[src/rtl/rob_ptr_ctrl.sv]
`timescale 1ns/1ps
`default_nettype none

module rob_ptr_ctrl #(
  parameter int DEPTH = 64
) (
  input  wire logic                       clk,
  input  wire logic                       reset,
  input  wire logic                       recover,
  input  wire logic                       stall,
  input  wire logic                       alloc0,
  input  wire logic                       alloc1,
  input  wire logic [1:0]                 commit_num,
  output logic      [$clog2(DEPTH)-1:0]   alloc_tag0,
  output logic      [$clog2(DEPTH)-1:0]   alloc_tag1,
  output logic      [$clog2(DEPTH)-1:0]   head_tag,
  output logic                            full,
  output logic                            empty,
  output logic                            two_avail
);

  localparam int TAG_W = $clog2(DEPTH);

  logic [TAG_W-1:0] head;
  logic [TAG_W-1:0] tail;
  logic [TAG_W:0]   count;      // one extra bit so DEPTH fits
  logic [TAG_W:0]   free_cnt;
  logic [1:0]       alloc_num;
  logic             alloc_ok;

  assign free_cnt  = (TAG_W+1)'(DEPTH) - count;
  assign full      = free_cnt < (TAG_W+1)'(2);  // room for a full pair only
  assign empty     = count == '0;
  assign two_avail = count >= (TAG_W+1)'(2);

  // all or nothing, nothing at all while stalled or full
  assign alloc_ok = alloc0 && !stall && !full;

  always_comb begin
    alloc_num = 2'd0;
    if (alloc_ok) begin
      alloc_num = alloc1 ? 2'd2 : 2'd1;
    end
  end

  // tags wrap through the natural width of the pointer
  assign alloc_tag0 = tail;
  assign alloc_tag1 = tail + 1'b1;
  assign head_tag   = head;

  always_ff @(posedge clk or posedge reset) begin
    if (reset) begin
      head  <= '0;
      tail  <= '0;
      count <= '0;
    end else if (recover) begin
      // flush, the next allocation starts at tag 0
      head  <= '0;
      tail  <= '0;
      count <= '0;
    end else begin
      tail  <= tail + TAG_W'(alloc_num);
      head  <= head + TAG_W'(commit_num);   // commit keeps running under stall
      count <= count + (TAG_W+1)'(alloc_num) - (TAG_W+1)'(commit_num);
    end
  end

endmodule

`default_nettype wire

[config.mk]
export PLATFORM = sky130hd
export DESIGN_NAME = rob_ptr_ctrl
export DESIGN_NICKNAME = d
export VERILOG_FILES = /design/src/rtl/rob_ptr_ctrl.sv
export SDC_FILE = /design/constraint.sdc
export NUM_CORES = 1
export LEC_CHECK = 0
export BUFFER_PORTS_ARGS = -buffer_cell sky130_fd_sc_hd__buf_2
export CAP_MARGIN = 25
export CORE_MARGIN = 3
export CORE_UTILIZATION = 55
export DETAILED_ROUTE_END_ITERATION = 10
export GPL_TIMING_DRIVEN = 0
export PLACE_DENSITY_LB_ADDON = 0.1
export RECOVER_POWER = 25
export SLEW_MARGIN = 15
export SYNTH_ARGS = -nofsm -noshare
export SYNTH_HDL_FRONTEND = slang
export SYNTH_SLANG_ARGS = --single-unit
[constraint.sdc]
create_clock -name clk -period 6.6 [get_ports clk]
set_input_delay 0.66 -clock clk [delete_from_list [all_inputs] [get_ports clk]]
set_output_delay 0.66 -clock clk [all_outputs]
set_load 0.01 [all_outputs]
==> out/metrics.yaml <==
worst_setup_path:
  worst-path-max-fanout: 5
  r2r_end: "count[6]"
  path_cells: "inv_1 -> ha_1 -> nor2_1 -> and4_1 -> o32a_1 -> nor4bb_1 -> fa_1 -> inv_1 -> fa_1 -> nand2b_1 -> a221o_1 -> a2111oi_0 -> nand3b_1"
  start_kind: "register"
  setup.worst_path.class: "reg -> reg"
  crit_family: "simple AND/OR/NAND/NOR gates"
  r2r_start: "count[1]"
  ff_to_ff_path_depth: 13
  worst_path_max_delay_cell: "sky130_fd_sc_hd__nor4bb_1"
  r2r_setup_slk_ps: 2520
  crit_required_ps: 6850
  worst-endpoint-arrival_ps: 4330
  endpoint_kind: "register"
  worstPathBufferInverterCount: 2
  critical-path-max-stage-delay_ps: 690
outcome:
  result_of_the_run: "finished, final reports clean"
yosys:
  synth_compound_area_share_pct: 7.08
  synth_warnings: 0
  netlist-cell-type-count: 36
  syn-num-nets: 185
  synth_seq_area_share_pct: 32.4
  post_synth_xor_area_fraction_pct: 8.96
  syn_area_per_cell_um2: 9.58
  synth_enable_flop_cells: 0
  synth_simple_gate_area_share_pct: 23.1
  ys_seq_elements: 19
  ys_top_cells_by_area: "sky130_fd_sc_hd__dfrtp_1 (32%), sky130_fd_sc_hd__ha_1 (17%), sky130_fd_sc_hd__fa_1 (5.5%)"
  post-synth-top-area-cell: "sky130_fd_sc_hd__dfrtp_1"
  synthFlopType: "sky130_fd_sc_hd__dfrtp_1"
  synth_fa_ha_area_share_pct: 22.5
  synth_top_family_by_area: "simple AND/OR/NAND/NOR gates"
  synthCells: 153
  ys_async_sr_fraction_pct: 100
  post_synth_instance_area_um2: 1470
  yosysTopAreaCellShare_pct: 32.4
  yosys-mux-area-fraction_pct: 0
placed_design:
  port-buffer-count: 28
  dpl.hpwl_mm: 2.39
  gpl.final_weighted_congestion: 0.870
drt:
  detailed_route_wire_length_per_cell_um: 13.8
  drt_iter0_drc: 32
  detail-route-antenna-nets: 0
  first_pass_iters: 4
  drc_errors: 0
  drt_wl_total_mm: 2.96
  viasPerCell: 5.46
  via_count: 1173
finish:
  insertedDiodeCount: 0
  final_nets: 218
  fraction_of_layout_cells_with_a_size_suffix_above_1_pct: 17.3
  area_growth_synth_to_finish_pct: 13.9
  fillCellCount: 212
power:
  power_density_relative_to_cell_area_nw_per_um2: 314
  share_clk_of_total_power_pct: 11.8
  seqPwrFrac_pct: 31.2
  ir_worst_vdd_mv: 0.244
  p_int_w: 0.000293
  net-switching-power_w: 0.000231
  leakagePower_nw: 0.846
  power.share.switching_pct: 44.1
  power.combinational.fraction_pct: 57.0
floorplan:
  core-area_um2: 2500
  initial_utilization_pct: 58.7
  chipWidth_um: 57.6
  num_rows: 18
  die_area_um2: 3320
  die_extent_in_y_um: 57.6
  ios: 29
sta:
  tightestPinTransition_ps: 767
  final_hold_viol_count: 0
  report.final.slew_viol_count: 0
  clock.fmax_mhz: 245
  fin_skew_ps: 5.58
  layout_min_cycle_time_ps: 4080
  fin_crit_sh_pct: 61.8
  hold_ws_ps: 460
  finalSetupViolations: 0
  tns_ps: 0
  relative_slew_slack_pct: 48.2
  rsz0062_at_grt: "false"
cts:
  number_of_buffers_created_by_cts: 3
  ctsHtreeMaxLevel: 1
  ctsResizeCount: 0
  cts.sinks: 19
  clk_pin_slew_worst_paths_ps: 120
  cts_tree: "yes"
  clock_insertion_delay_at_the_later_pin_of_the_skew_report_ps: 300
  clk_path_buf_depth: 2
  post-cts-setup-buffers: 0
  ctsHoldBuffers: 0
  cts_root_buffer: "sky130_fd_sc_hd__clkbuf_4"
min_path:
  hold_path_class: "in -> async"
global_route:
  globalRouteTotalUtil_pct: 19.3
  globalRouteOverflowTotal: 0
  first_global_vias: 1205
  grt_first_pass_wirelength_mm: 5.13
  antenna_found_initial: 0
  grt_max_degree: 20
job:
  cap_viol_max_count: 0
-- synthesized netlist by cell type, drive strengths merged, types with 2 or more instances --
library cell   n
o21ai          3
nor2          16
o22ai          2
and4           2
nand3          7
nand2          3
nor4b          4
fa             4
ha            20
a21oi          5
nand4bb        2
nor4           2
inv           20
xnor2          7
clkbuf         3
nor3           2
xor2           8
nor2b          7
dfrtp         19
nand2b         2
-- cell type report --
cell class | instances | area, µm² | share of cell area (%)
multi-input combinational | 111 | 905 | 54.2
timing repair buffer | 28 | 140 | 8.39
sequential | 19 | 475 | 28.5
buffer | 3 | 11.3 | 0.674
inverter | 20 | 75.1 | 4.49
clock buffer | 4 | 26.3 | 1.57
tap | 30 | 37.5 | 2.25
-- worst max-delay path by stage --
| stage | startpoint | endpoint | slack (ps) | cells past startpoint |
|---|---|---|---|---|
| 6_report | count[1] | count[6] | 2520 | 13 |
| 5_1_grt | count[1] | count[6] | 2190 | 13 |
| 4_1_cts | count[1] | count[6] | 2470 | 13 |
| 3_5_place_dp | count[1] | count[6] | 2520 | 13 |
| 3_3_place_gp | count[1] | count[6] | 2630 | 13 |
| 2_1_floorplan | count[1] | count[6] | 2880 | 15 |
-- flip-flops by register name, indices dropped and copies added (netlist names) --
| signal | flops |
|---|---|
| count | 7 |
| alloc_tag0 | 6 |
| head_tag | 6 |
-- cell usage in the layout (no fill, tap or decap), types with 2 or more instances in the layout --
master and instances:
sky130_fd_sc_hd__and4_1 2, sky130_fd_sc_hd__clkbuf_1 4, sky130_fd_sc_hd__xor2_1 8, sky130_fd_sc_hd__nor2_1 16, sky130_fd_sc_hd__nand2b_1 2, sky130_fd_sc_hd__ha_1 20, sky130_fd_sc_hd__nor4b_1 4, sky130_fd_sc_hd__buf_2 28
sky130_fd_sc_hd__nand3_1 7, sky130_fd_sc_hd__o21ai_0 3, sky130_fd_sc_hd__dfrtp_1 19, sky130_fd_sc_hd__xnor2_1 7, sky130_fd_sc_hd__inv_1 20, sky130_fd_sc_hd__clkbuf_4 3, sky130_fd_sc_hd__nor2b_1 7, sky130_fd_sc_hd__nand4bb_1 2
sky130_fd_sc_hd__fa_1 4, sky130_fd_sc_hd__o22ai_1 2, sky130_fd_sc_hd__nand2_1 3, sky130_fd_sc_hd__a21oi_1 5, sky130_fd_sc_hd__nor4_1 2
-- routing by layer --
| metal | wire length [µm] | part of all wire, % | global-route usage [%] | vias up |
|---|---|---|---|---|
| met3 | 117 | 4.0 | 2.23 | 3 |
| li1 | - | - | - | 589 |
| met5 | 0 | 0 | 0 | - |
| met1 | 1420 | 48 | 27.2 | 555 |
| met4 | 12 | 0.41 | 3.97 | 0 |
| met2 | 1410 | 48 | 32.1 | 26 |
-- logic make-up (layout without fill, tap and decap cells) --
| group | Yosys count | after routing |
|---|---|---|
| adder cells (fa/ha/maj) | 24 | 24 |
| XOR/XNOR | 15 | 15 |
| flip-flops | 19 | 19 |
| AO/OA/AOI/OAI | 16 | 16 |
| buffers and inverters | 23 | 55 |
| AND/OR/NAND/NOR | 56 | 56 |
-- power groups by stage --
stage / clock [W] / sequential (W) / combinational, W
final: 0.0000619 / 0.000163 / 0.000299
after floorplan: 0 / 0.000160 / 0.000229
after detailed placement: 0 / 0.000165 / 0.000299
after CTS: 0.0000619 / 0.000163 / 0.000300
after global placement: 0 / 0.000164 / 0.000280
after global routing: 0.0000653 / 0.000167 / 0.000340
-- worst register-to-register path: cells and delay by family (launching register included) --
kind	cells	cell delay [ps]
AO/OA/AOI/OAI	3	1070
adder cells (fa/ha/maj)	3	1080
buffers and inverters	2	140
flip-flops	1	470
AND/OR/NAND/NOR	5	1290
-- stage by stage --
stage / worst slack [ps] / total power [W] / utilization (%) / instances / instance area, µm²
floorplan: 2880 / 0.000389 / - / 153 / 1470
global placement: 2630 / 0.000444 / 65.8 / 211 / 1640
detailed placement: 2520 / 0.000464 / 65.8 / 211 / 1640
CTS: 2470 / 0.000525 / 66.8 / 215 / 1670
global route: 2190 / 0.000573 / 66.8 / 215 / 1670
finish: 2520 / 0.000524 / 66.8 / 215 / 1670
(Power assumes the default switching activity.)
