--- src/rtl/rob_types_pkg.sv ---
`default_nettype none

package rob_types_pkg;

  // data, pc and branch target all share the machine word
  typedef logic [31:0] rob_data_t;

  typedef logic [4:0] arch_reg_t;   // architectural register number

  // branch kind as carried from decode
  typedef enum logic [1:0] {
    BR_NONE = 2'b00,  // ordinary instruction
    BR_CALL = 2'b01,
    BR_RET  = 2'b10,
    BR_JUMP = 2'b11   // conditional branch or jump
  } br_kind_t;

  // one reorder-buffer record, written whole at dispatch
  typedef struct packed {
    logic      complete;  // result ready, may retire
    br_kind_t  br_kind;
    logic      br_right;  // prediction was right
    logic      taken;     // resolved direction
    rob_data_t target;    // resolved target
    rob_data_t pc;
    logic      rd_en;     // writes a destination register
    arch_reg_t rd_arch;
    rob_data_t result;
  } rob_entry_t;

  function automatic logic is_branch(br_kind_t kind);
    return kind != BR_NONE;
  endfunction

endpackage

`default_nettype wire

--- src/rtl/rob_io_pkg.sv ---
`default_nettype none

package rob_io_pkg;

  import rob_types_pkg::*;

  // alu writeback, tag travels beside it
  typedef struct packed {
    logic      valid;
    rob_data_t result;
  } alu_wb_t;

  // branch unit writeback
  // prediction flag and target each have their own enable,
  // the direction is always written
  typedef struct packed {
    logic      valid;
    logic      right_en;   // update br_right
    logic      right;
    logic      taken;
    logic      target_en;  // update target
    rob_data_t target;
  } bru_wb_t;

  // one retire slot as seen by the commit stage
  typedef struct packed {
    logic      valid;
    br_kind_t  br_kind;
    logic      br_right;
    logic      taken;
    rob_data_t target;
    rob_data_t pc;
    logic      rd_en;
    arch_reg_t rd_arch;
    rob_data_t result;
  } commit_t;

endpackage

`default_nettype wire

--- src/rtl/rob_commit_sel.sv ---
`timescale 1ns/1ps
`default_nettype none

module rob_commit_sel
  import rob_types_pkg::*, rob_io_pkg::*;
#(
  parameter int DEPTH = 64
) (
  input  wire logic                       clk,
  input  wire logic                       reset,
  input  wire logic                       recover,
  input  wire logic [$clog2(DEPTH)-1:0]   head_tag,
  input  wire rob_entry_t                 head_entry0,
  input  wire rob_entry_t                 head_entry1,
  input  wire logic                       empty,
  input  wire logic                       two_avail,
  output logic      [1:0]                 commit_num,
  output commit_t                         commit0,
  output commit_t                         commit1,
  output logic      [$clog2(DEPTH)-1:0]   commit_tag0,
  output logic      [$clog2(DEPTH)-1:0]   commit_tag1
);

  localparam int TAG_W = $clog2(DEPTH);

  logic             br0;
  logic             br1;
  logic             retire0;
  logic             retire1;
  logic [TAG_W-1:0] head_tag1;

  function automatic commit_t to_commit(rob_entry_t e);
    commit_t c;
    c.valid    = 1'b1;
    c.br_kind  = e.br_kind;
    c.br_right = e.br_right;
    c.taken    = e.taken;
    c.target   = e.target;
    c.pc       = e.pc;
    c.rd_en    = e.rd_en;
    c.rd_arch  = e.rd_arch;
    c.result   = e.result;
    return c;
  endfunction

  assign br0       = is_branch(head_entry0.br_kind);
  assign br1       = is_branch(head_entry1.br_kind);
  assign head_tag1 = head_tag + 1'b1;

  // in-order retire, the oldest entry gates everything behind it
  assign retire0 = !empty && head_entry0.complete;

  // a mispredicted branch retires alone, and never two branches together
  assign retire1 = retire0 && two_avail && head_entry1.complete &&
                   !(br0 && !head_entry0.br_right) &&
                   !(br0 && br1);

  assign commit_num = retire1 ? 2'd2 : (retire0 ? 2'd1 : 2'd0);

  always_ff @(posedge clk or posedge reset) begin
    if (reset) begin
      commit0     <= '0;
      commit1     <= '0;
      commit_tag0 <= '0;
      commit_tag1 <= '0;
    end else if (recover) begin
      commit0     <= '0;
      commit1     <= '0;
      commit_tag0 <= '0;
      commit_tag1 <= '0;
    end else begin
      commit0     <= retire0 ? to_commit(head_entry0) : '0;
      commit_tag0 <= retire0 ? head_tag : '0;
      commit1     <= retire1 ? to_commit(head_entry1) : '0;
      commit_tag1 <= retire1 ? head_tag1 : '0;
    end
  end

endmodule

`default_nettype wire

--- config.mk ---
export PLATFORM = sky130hd
export DESIGN_NAME = rob_commit_sel
export DESIGN_NICKNAME = d
export VERILOG_FILES = /design/src/rtl/rob_types_pkg.sv /design/src/rtl/rob_io_pkg.sv /design/src/rtl/rob_commit_sel.sv
export SDC_FILE = /design/constraint.sdc
export NUM_CORES = 1
export LEC_CHECK = 0
export ABC_AREA = 1
export BUFFER_PORTS_ARGS = -buffer_cell sky130_fd_sc_hd__buf_2
export CORE_MARGIN = 5
export CORE_UTILIZATION = 25
export CTS_BUF_LIST = sky130_fd_sc_hd__clkbuf_4 sky130_fd_sc_hd__clkbuf_8
export DETAILED_ROUTE_END_ITERATION = 10
export HOLD_SLACK_MARGIN = 0.05
export PLACE_DENSITY = 0.55
export SYNTH_ARGS = -nofsm -noshare
export SYNTH_HDL_FRONTEND = slang
export SYNTH_SLANG_ARGS = --single-unit
--- constraint.sdc ---
create_clock -name clk -period 7.29 [get_ports clk]
set_clock_uncertainty 0.05 [all_clocks]
set_input_delay 0.729 -clock clk [delete_from_list [all_inputs] [get_ports clk]]
set_output_delay 0.729 -clock clk [all_outputs]
set_load 0.02 [all_outputs]
==> results.py, run 1 <==
metrics = {
    "power": {
        "p_clk_share_pct": 46.5,
        "swShare_pct": 23.1,
        "power_switching_uw": 631,
        "pwr-share-seq_pct": 46.8,
        "pwr-share-comb_pct": 6.8,
        "vdd_drop_max_mv": 0.101,
        "leakagePower_nw": 7.49,
        "p_per_area_nw_per_um2": 245,
        "intPower_mw": 2.10,
    },
    "cells_and_area": {
        "syn_to_final_growth_pct": 45.7,
        "nets": 1420,
        "final_core_util_pct": 36.6,
        "multi_input_area_um2": 970,
        "fin_area_um2": 11200,
        "ff_latch_area_um2": 5660,
        "layout-drive-gt1-share_pct": 44.0,
        "most-common-layout-cells": "buf_2, nor2_1, dfrtp_1, inv_1, clkbuf_8",
        "fillers": 3158,
        "final_common_cell": "buf_2",
    },
    "clocking": {
        "cts_made_buffers": 40,
        "cts_htree_levels": 2,
        "clock-sinks": 226,
        "cts_buffer_depth": 3,
        "clk_pin_slew_ns": 0.05,
        "post_cts_buffers": 0,
        "cts_resized": 0,
        "postCtsHoldBufs": 0,
        "cts_tree": "done",
        "root_buffer": "clkbuf_8",
    },
    "floorplan": {
        "initial_core_util_pct": 25.2,
        "ios": 453,
        "rows": 64,
        "core_um2": 30400,
        "die_area_um2": 34200,
        "die_w_um": 185,
        "die_y_um": 185,
    },
    "global_route": {
        "grt_overflow": 0,
        "antenna_found_initial": 3,
        "grt_max_degree": 86,
        "grt.total_usage_pct": 13.3,
        "grt_pass1_vias": 6314,
        "grt_pass1_wl_um": 35300,
    },
    "setup_path": {
        "worst-setup-path-type": "in -> out",
        "end_kind": "output pin",
        "critPathArrivalTime_ns": 1.41,
        "required_ns": 6.51,
        "crit_fanout": 3,
        "critPathLaunchType": "input port",
    },
    "timing": {
        "slew_violations": 0,
        "max_freq_mhz": 456,
        "worstMarginPinSlew_ns": 0.971,
        "rsz0062_at_grt": "no",
        "period_share_pct": 30.1,
        "period_minus_slack_ns": 2.19,
        "tns_ns": 0,
        "maxSlewHeadroom_pct": 35.3,
        "setup_violations": 0,
        "finalHoldViolCount": 0,
    },
    "synthesis": {
        "synth_compound_area_share_pct": 0.0654,
        "syn_nets": 947,
        "syn_inst": 721,
        "synth_area_um2": 7650,
        "synth_top_family_by_area": "buffers and inverters",
        "ys_seq_area_share_pct": 73.9,
        "yosysTopAreaCellShare_pct": 73.9,
        "synthXorXnorAreaFrac_pct": 0.343,
        "yosys_warnings": 0,
        "synth_cell_types": 17,
        "synthAdderAreaFrac_pct": 0.163,
        "synthMuxAreaShare_pct": 0,
        "avgSynthCellArea_um2": 10.6,
        "synth-seq-cells": 226,
        "synth_area_leaders": "dfrtp_1, nor2_1, inv_1, buf_6, buf_4",
        "yosysTopAreaCell": "dfrtp_1",
        "synth_simple_gate_area_share_pct": 12.0,
    },
    "placement": {
        "io_buffers": 452,
        "dpl_cell_area_um2": 10300,
        "finalWeightedCongestion": 0.828,
        "dp_hpwl_um": 17900,
    },
    "detailed_routing": {
        "ant_nets": 0,
        "drc": 0,
        "routed_wl_um": 23900,
        "first_iter_violations": 169,
        "wl_per_cell_um": 14.8,
        "viasPerCell": 3.64,
        "firstDrtPassIters": 4,
        "via_count": 5906,
    },
    "outcome": {
        "status": "completed",
    },
    "hold_path": {
        "hold_class": "in -> async",
    },
    "run": {
        "drv_cap": 0,
    },
}
[worst max-delay path, stage by stage]
cell and delay, ns:
buf_2 0.09, inv_1 0.05, nand2_2 0.07, nor2_2 0.15
nand2_1 0.07, inv_1 0.07, nor2_1 0.04, buf_2 0.15
[power by group through the flow]
stage / Sequential [mW] / Clock, mW / Combinational [mW]
after CTS: 1.28 / 1.33 / 0.191
final: 1.28 / 1.27 / 0.185
after global routing: 1.28 / 1.39 / 0.210
after floorplan: 1.33 / 0 / 0.0616
after global placement: 1.30 / 0 / 0.190
after detailed placement: 1.30 / 0 / 0.190
[cell type report]
type,instances,share of cell area [%]
inverters,225,7.66
flip-flops and latches,226,50.7
clock inverters,6,0.741
clock buffers,66,7.14
repair buffers,456,20.6
well taps,396,4.44
diodes,2,0.0449
multi-input cells,245,8.70
[stage by stage]
stage | instances | total power, mW | hold slack [ns] | setup slack (ns)
4_1_cts | 1620 | 2.80 | 0.239 | 5.08
6_report | 1622 | 2.73 | 0.260 | 5.10
2_1_floorplan | 721 | 1.39 | 0.745 | 0.320
5_1_grt | 1622 | 2.88 | 0.277 | 5.01
3_5_place_dp | 1548 | 1.49 | 0.823 | 4.73
3_3_place_gp | 1548 | 1.49 | 0.820 | 4.77
[worst max-delay path by stage]
| stage | startpoint | to | cells after the start |
|---|---|---|---|
| detailed placement | head_entry1[105] | commit1[71] | 7 |
| finish | empty | commit_num[0] | 8 |
| global placement | head_entry1[105] | commit_tag1[5] | 7 |
| CTS | empty | commit_num[0] | 8 |
| floorplan | reset | commit0[0] | 1 |
| global route | empty | commit_num[0] | 8 |
[registers in the layout, summed over array words and instances (netlist names)]
name	flops
commit_tag1	6
commit_tag0	6
commit1	107
commit0	107
[cells in the mapped netlist]
library cell	count
xor2_1	2
o21ai_0	1
xnor2_1	1
nor2_2	2
ha_1	1
nand3_2	1
nor2_1	226
inv_1	219
nand3_1	3
buf_2	6
buf_6	8
inv_2	6
buf_4	8
dfrtp_1	226
nand2_2	1
nand2_1	7
clkbuf_1	3
[metal layers]
layer / vias to the layer above / share of wire (%) / track usage, %
met4: 2 / 2.9 / 4.70
met3: 50 / 11 / 4.71
met5: - / 0.054 / 0
met2: 278 / 49 / 23.0
met1: 2673 / 37 / 15.3
li1: 2903 / - / -
[cells by family (layout without fill, tap and decap cells)]
family | Yosys count | count (layout)
and+or+nand+nor | 240 | 240
DFF | 226 | 226
buffers and inverters | 250 | 753
other | 0 | 2
adders and majority gates | 1 | 1
xor gates and xnor gates | 3 | 3
AOI/OAI and AO/OA | 1 | 1
Power figures use the tool's default switching activity.
==> run 2: changes to the inputs <==
--- a/config.mk
+++ b/config.mk
@@ -5,7 +5,7 @@
 export SDC_FILE = /design/constraint.sdc
 export NUM_CORES = 1
 export LEC_CHECK = 0
-export ABC_AREA = 1
+export ABC_AREA = 0
 export BUFFER_PORTS_ARGS = -buffer_cell sky130_fd_sc_hd__buf_2
 export CORE_MARGIN = 5
 export CORE_UTILIZATION = 25
==> constraint.sdc (replaced) <==
create_clock -name clk -period 1.83 [get_ports clk]
set_clock_uncertainty 0.05 [all_clocks]
set_input_delay 0.183 -clock clk [delete_from_list [all_inputs] [get_ports clk]]
set_output_delay 0.183 -clock clk [all_outputs]
set_load 0.02 [all_outputs]
==> run 2 against run 1 <==
Total power grew to 4.1 times the previous value; combinational power rose to 5.6 times the previous value; hold slack lost 0.091 ns; synthesized cell count fell by 32%; clock power grew to 4.0 times the previous value; routed wire length rose by 7.0%; non-clock buffer count increased by 223.
==> results.py, run 2 <==
metrics = {
    "floorplan": {
        "ios": 453,
        "rows": 62,
        "die_area_um2": 32700,
        "die_y_um": 181,
        "die_w_um": 181,
        "initial_core_util_pct": 25.4,
        "core_um2": 28800,
    },
    "synthesis": {
        "syn_nets": 719,
        "synth_area_leaders": "dfrtp_1, and2_1, clkbuf_1, clkbuf_2, a211oi_4",
        "ys_seq_area_share_pct": 77.4,
        "avgSynthCellArea_um2": 14.8,
        "yosysTopAreaCellShare_pct": 77.4,
        "yosysTopAreaCell": "dfrtp_1",
        "async_flop_share_pct": 100,
        "synth_edf_count": 0,
        "synth_area_um2": 7310,
        "synth_most_common_cell": "dfrtp_1",
        "synth-seq-cells": 226,
        "netlist_top_cells_count": "dfrtp_1, and2_1, clkbuf_1",
        "synth_flop_cell": "dfrtp_1",
        "synth_cell_types": 24,
        "yosys_warnings": 0,
        "syn_inst": 493,
    },
    "setup_path": {
        "crit_fanout": 2,
        "end_kind": "output pin",
        "critPathArrivalTime_ns": 1.48,
        "critPathLaunchType": "input port",
        "slowest_stage": "dlygate4sd3_1",
        "cp_cell_sequence": "dlygate4sd3_1 > buf_2 > or2_4 > a21oi_2 > nor2_1 > buf_2",
        "worst-setup-path-type": "in -> out",
        "max_stage_delay_ns": 0.54,
        "required_ns": 1.60,
        "cpMostUsedCell": "buf_2",
    },
    "global_route": {
        "grt_overflow": 0,
        "antenna_found_initial": 3,
        "grt.total_usage_pct": 15.3,
        "grt_pass1_wl_um": 40100,
        "grt_pass1_vias": 7104,
        "grt_max_degree": 118,
    },
    "outcome": {
        "status": "completed",
    },
    "cells_and_area": {
        "most-common-layout-cells": "buf_2, dfrtp_1, and2_1, dlygate4sd3_1, clkbuf_8",
        "fin_area_um2": 13200,
        "layout-drive-gt1-share_pct": 43.9,
        "fillers": 2587,
        "ff_latch_area_um2": 5660,
        "multi_input_area_um2": 1550,
        "nets": 1415,
        "syn_to_final_growth_pct": 80.6,
        "final_core_util_pct": 45.8,
        "final_common_cell": "buf_2",
        "reg_top3": "commit0 x107, commit1 x107",
        "fin_cells": 1605,
    },
    "timing": {
        "period_minus_slack_ns": 1.71,
        "period_share_pct": 93.7,
        "worst_slack_ns": 0.115,
        "finalHoldWorstSlack_ns": 0.169,
        "slew_violations": 0,
        "tns_ns": 0,
        "finalHoldViolCount": 0,
        "setup_violations": 0,
        "maxSlewHeadroom_pct": 53.0,
        "rsz0062_at_grt": "no",
        "worstMarginPinSlew_ns": 0.705,
        "max_freq_mhz": 583,
    },
    "clocking": {
        "cts_tree": "done",
        "root_buffer": "clkbuf_8",
        "cts_made_buffers": 40,
        "cts_htree_levels": 2,
        "clock-sinks": 226,
        "clk_pin_slew_ns": 0.05,
        "cts_buffer_depth": 3,
    },
    "power": {
        "p_clk_share_pct": 45.6,
        "power_switching_mw": 2.48,
        "pwr-share-comb_pct": 9.2,
        "swShare_pct": 22.0,
        "power.total_mw": 11.3,
        "leakagePower_nw": 7.41,
        "pwr-share-seq_pct": 45.2,
        "p_per_area_nw_per_um2": 854,
        "vdd_drop_max_mv": 0.633,
        "intPower_mw": 8.79,
    },
    "detailed_routing": {
        "firstDrtPassIters": 4,
        "routed_wl_um": 25600,
        "drc": 0,
        "viasPerCell": 3.89,
        "wl_per_cell_um": 16.0,
        "first_iter_violations": 183,
        "ant_nets": 0,
        "via_count": 6246,
    },
    "placement": {
        "placedCellCount": 1310,
        "place_ws_ns": 0.144,
        "io_buffers": 452,
        "finalWeightedCongestion": 0.825,
        "dpl_cell_area_um2": 10100,
        "dp_hpwl_um": 17100,
    },
    "hold_path": {
        "hold_class": "in -> reg",
        "holdPathStages": 4,
    },
    "run": {
        "drv_cap": 0,
    },
}
run 2: cell types whose count changed in the layout (fill, tap and decap cells not counted), moves of 7 or more:
cell | before | now
nor2_1 | 226 | 1
clkbuf_4 | 18 | 11
dlygate4sd3_1 | 0 | 221
inv_1 | 218 | 0
and2_1 | 0 | 222
run 2: worst max-delay path: cells and delay by family:
| kind | cells | cell delay (ns) |
|---|---|---|
| and+or+nand+nor | 2 | 0.31 |
| AOI/OAI and AO/OA | 1 | 0.16 |
| buffers and inverters | 3 | 0.83 |
run 2: layer usage:
layer / up-vias / part of all wire (%) / wire length, um / GRT usage (%)
li1: 2893 / - / - / -
met1: 2979 / 36 / 9270 / 16.6
met2: 318 / 51 / 13000 / 27.2
met3: 56 / 10 / 2570 / 6.27
met4: 0 / 3.0 / 758 / 5.40
met5: - / 0 / 0 / 0
run 2: cell families after synthesis:
| kind of cell | after synthesis | share of synthesized area [%] |
|---|---|---|
| AND/OR/NAND/NOR | 233 | 19.9 |
| adder cells (fa/ha/maj) | 1 | 0.171 |
| flip-flops | 226 | 77.4 |
| XOR/XNOR | 3 | 0.360 |
| AO/OA/AOI/OAI | 4 | 0.514 |
| buffers and inverters | 26 | 1.63 |
run 2: worst paths after layout:
| check | startpoint | to | slack (ns) |
|---|---|---|---|
| setup / recovery | head_entry0[105] | commit_num[0] | 0.12 |
| hold / removal | head_entry1[105] | commit1[106] | 0.17 |
| max in group asynchronous | reset | commit0[26] | 0.20 |
| min in group asynchronous | reset | commit0[105] | 0.64 |
run 2: layout make-up:
cell class                      instances  share of cell area, %
Antenna cell                            4                 0.0759
Clock buffer                           65                   6.26
Clock inverter                          5                  0.569
Inverter                                1                 0.0569
Multi-Input combinational cell        241                   11.7
Sequential cell                       226                   42.9
Tap cell                              384                   3.64
Timing Repair Buffer                  679                   34.8
run 2: power groups by stage:
| stage | clock [mW] | combinational (mW) | sequential [mW] |
|---|---|---|---|
| after floorplan | 0 | 0.163 | 5.28 |
| after global placement | 0 | 0.656 | 5.18 |
| after detailed placement | 0 | 0.657 | 5.18 |
| after CTS | 5.32 | 1.04 | 5.09 |
| after global routing | 5.56 | 1.13 | 5.10 |
| final | 5.14 | 1.03 | 5.10 |
run 2: what timing repair did:
| item | 4_1_cts | 5_1_grt |
|---|---|---|
| setup endpoints to repair | 0 | 2 |
| buffers inserted | 0 | 0 |
| endpoints found under the hold margin | 451 | 0 |
| resized for setup | 0 | 2 |
| hold buffers | 221 | 0 |
==> run 3: changes to the inputs <==
--- a/config.mk
+++ b/config.mk
@@ -7,12 +7,14 @@
 export LEC_CHECK = 0
 export ABC_AREA = 0
 export BUFFER_PORTS_ARGS = -buffer_cell sky130_fd_sc_hd__buf_2
+export CELL_PAD_IN_SITES_DETAIL_PLACEMENT = 1
+export CELL_PAD_IN_SITES_GLOBAL_PLACEMENT = 1
 export CORE_MARGIN = 5
 export CORE_UTILIZATION = 25
 export CTS_BUF_LIST = sky130_fd_sc_hd__clkbuf_4 sky130_fd_sc_hd__clkbuf_8
 export DETAILED_ROUTE_END_ITERATION = 10
 export HOLD_SLACK_MARGIN = 0.05
-export PLACE_DENSITY = 0.55
+export PLACE_DENSITY = 0.69
 export SYNTH_ARGS = -nofsm -noshare
 export SYNTH_HDL_FRONTEND = slang
 export SYNTH_SLANG_ARGS = --single-unit
==> run 3 against run 2 <==
Via count increased by 2.7%; cell area increased by 0.59%; die area unchanged; critical endpoint unchanged; non-clock buffer count increased by 5; sequential share of layout area decreased by 0.25 points; fmax decreased by 3.2%; setup slack got worse by 0.058 ns; highest routed layer unchanged; hold slack got worse by 0.035 ns; largest power group unchanged; clock power increased by 2%.
==> results.py, run 3 (synthesis results as in run 2) <==
metrics = {
    "detailed_routing": {
        "routed_wl_um": 30900,
        "first_iter_violations": 222,
        "wl_per_cell_um": 19.1,
        "drc": 0,
        "via_count": 6415,
        "viasPerCell": 3.98,
        "ant_nets": 0,
        "firstDrtPassIters": 4,
    },
    "floorplan": {
        "die_area_um2": 32700,
        "die_w_um": 181,
        "core_um2": 28800,
        "ios": 453,
        "rows": 62,
        "initial_core_util_pct": 25.4,
        "die_y_um": 181,
    },
    "clocking": {
        "clock-sinks": 226,
        "cts_made_buffers": 42,
        "clk_pin_slew_ns": 0.07,
        "root_buffer": "clkbuf_8",
        "cts_buffer_depth": 3,
        "cts_htree_levels": 2,
        "post_cts_buffers": 0,
        "cts_tree": "done",
    },
    "outcome": {
        "status": "completed",
    },
    "cells_and_area": {
        "reg_top3": "commit0 x107, commit1 x107",
        "nets": 1422,
        "most-common-layout-cells": "buf_2, dfrtp_1, dlygate4sd3_1, and2_1, clkbuf_8",
        "fillers": 3112,
        "syn_to_final_growth_pct": 81.7,
        "final_common_cell": "buf_2",
        "layout-drive-gt1-share_pct": 44.0,
        "fin_area_um2": 13300,
    },
    "timing": {
        "worst_slack_ns": 0.0578,
        "max_freq_mhz": 564,
        "period_minus_slack_ns": 1.77,
        "finalHoldWorstSlack_ns": 0.134,
        "setup_violations": 0,
        "slew_violations": 0,
        "finalHoldViolCount": 0,
        "period_share_pct": 96.8,
        "maxSlewHeadroom_pct": 63.6,
        "rsz0062_at_grt": "no",
        "worstMarginPinSlew_ns": 0.545,
    },
    "power": {
        "leakagePower_nw": 7.46,
        "vdd_drop_max_mv": 0.528,
        "p_per_area_nw_per_um2": 862,
    },
    "setup_path": {
        "worst-setup-path-type": "in -> out",
        "crit_fanout": 2,
        "critPathLaunchType": "input port",
        "required_ns": 1.60,
        "end_kind": "output pin",
        "critPathArrivalTime_ns": 1.54,
    },
    "hold_path": {
        "hold_class": "in -> reg",
    },
    "placement": {
        "dpl_cell_area_um2": 10100,
        "finalWeightedCongestion": 0.819,
        "place_ws_ns": 0.0659,
        "io_buffers": 452,
        "dp_hpwl_um": 19000,
    },
    "global_route": {
        "grt_overflow": 0,
        "grt.total_usage_pct": 18.7,
        "grt_pass1_vias": 7891,
        "grt_max_degree": 96,
        "grt_pass1_wl_um": 47900,
        "antenna_found_initial": 3,
    },
    "run": {
        "drv_cap": 0,
    },
}
[run 3: final timing paths]
check                            startpoint            end  slack [ns]  depth (start not counted)
min                        head_entry1[104]   commit1[105]        0.13                          4
max in group asynchronous             reset     commit0[8]        0.28                          5
min in group asynchronous             reset    commit1[69]        0.68                          4
max                        head_entry0[104]  commit_num[0]        0.06                          6
[run 3: timing repair]
item,in CTS,in global routing
endpoints found under the setup margin,0,2
resized for setup,0,3
hold buffers,225,0
endpoints found under the hold margin,450,0
[run 3: final cells by class]
type / count / area, um^2 / area share [%]
Sequential cell: 226 / 5660 / 42.6
Clock buffer: 68 / 836 / 6.30
Clock inverter: 6 / 82.6 / 0.622
Tap cell: 384 / 480 / 3.62
Multi-Input combinational cell: 241 / 1550 / 11.6
Timing Repair Buffer: 684 / 4660 / 35.1
Antenna cell: 3 / 7.51 / 0.0566
Inverter: 1 / 7.51 / 0.0566
[run 3: layer usage]
metal / vias to the layer above / share of wire [%] / GRT usage, %
li1: 2909 / - / -
met1: 3112 / 35 / 19.8
met2: 326 / 53 / 34.2
met3: 68 / 8.6 / 6.56
met4: 0 / 3.6 / 7.15
met5: - / 0 / 0
[run 3: critical path, stage by stage]
cell	delay, ns
dlygate4sd3_1	0.55
buf_2	0.13
or2_4	0.27
a21oi_2	0.17
nor2_1	0.07
buf_4	0.16
[run 3: where the power goes]
part | internal [mW] | switching [mW] | total [mW]
combinational | 0.601 | 0.477 | 1.08
clock | 3.16 | 2.10 | 5.26
sequential | 5.07 | 0.0229 | 5.10
[run 3: through the flow]
step           std cells  power, mW  TNS, ns  util (%)
6_report            1613       11.4        0      46.1
5_1_grt             1613       12.0        0      46.1
4_1_cts             1610       11.6        0      46.1
3_5_place_dp        1311       5.85        0      35.0
3_3_place_gp        1311       5.84        0      35.0
2_1_floorplan        493       5.45  -306.23         -
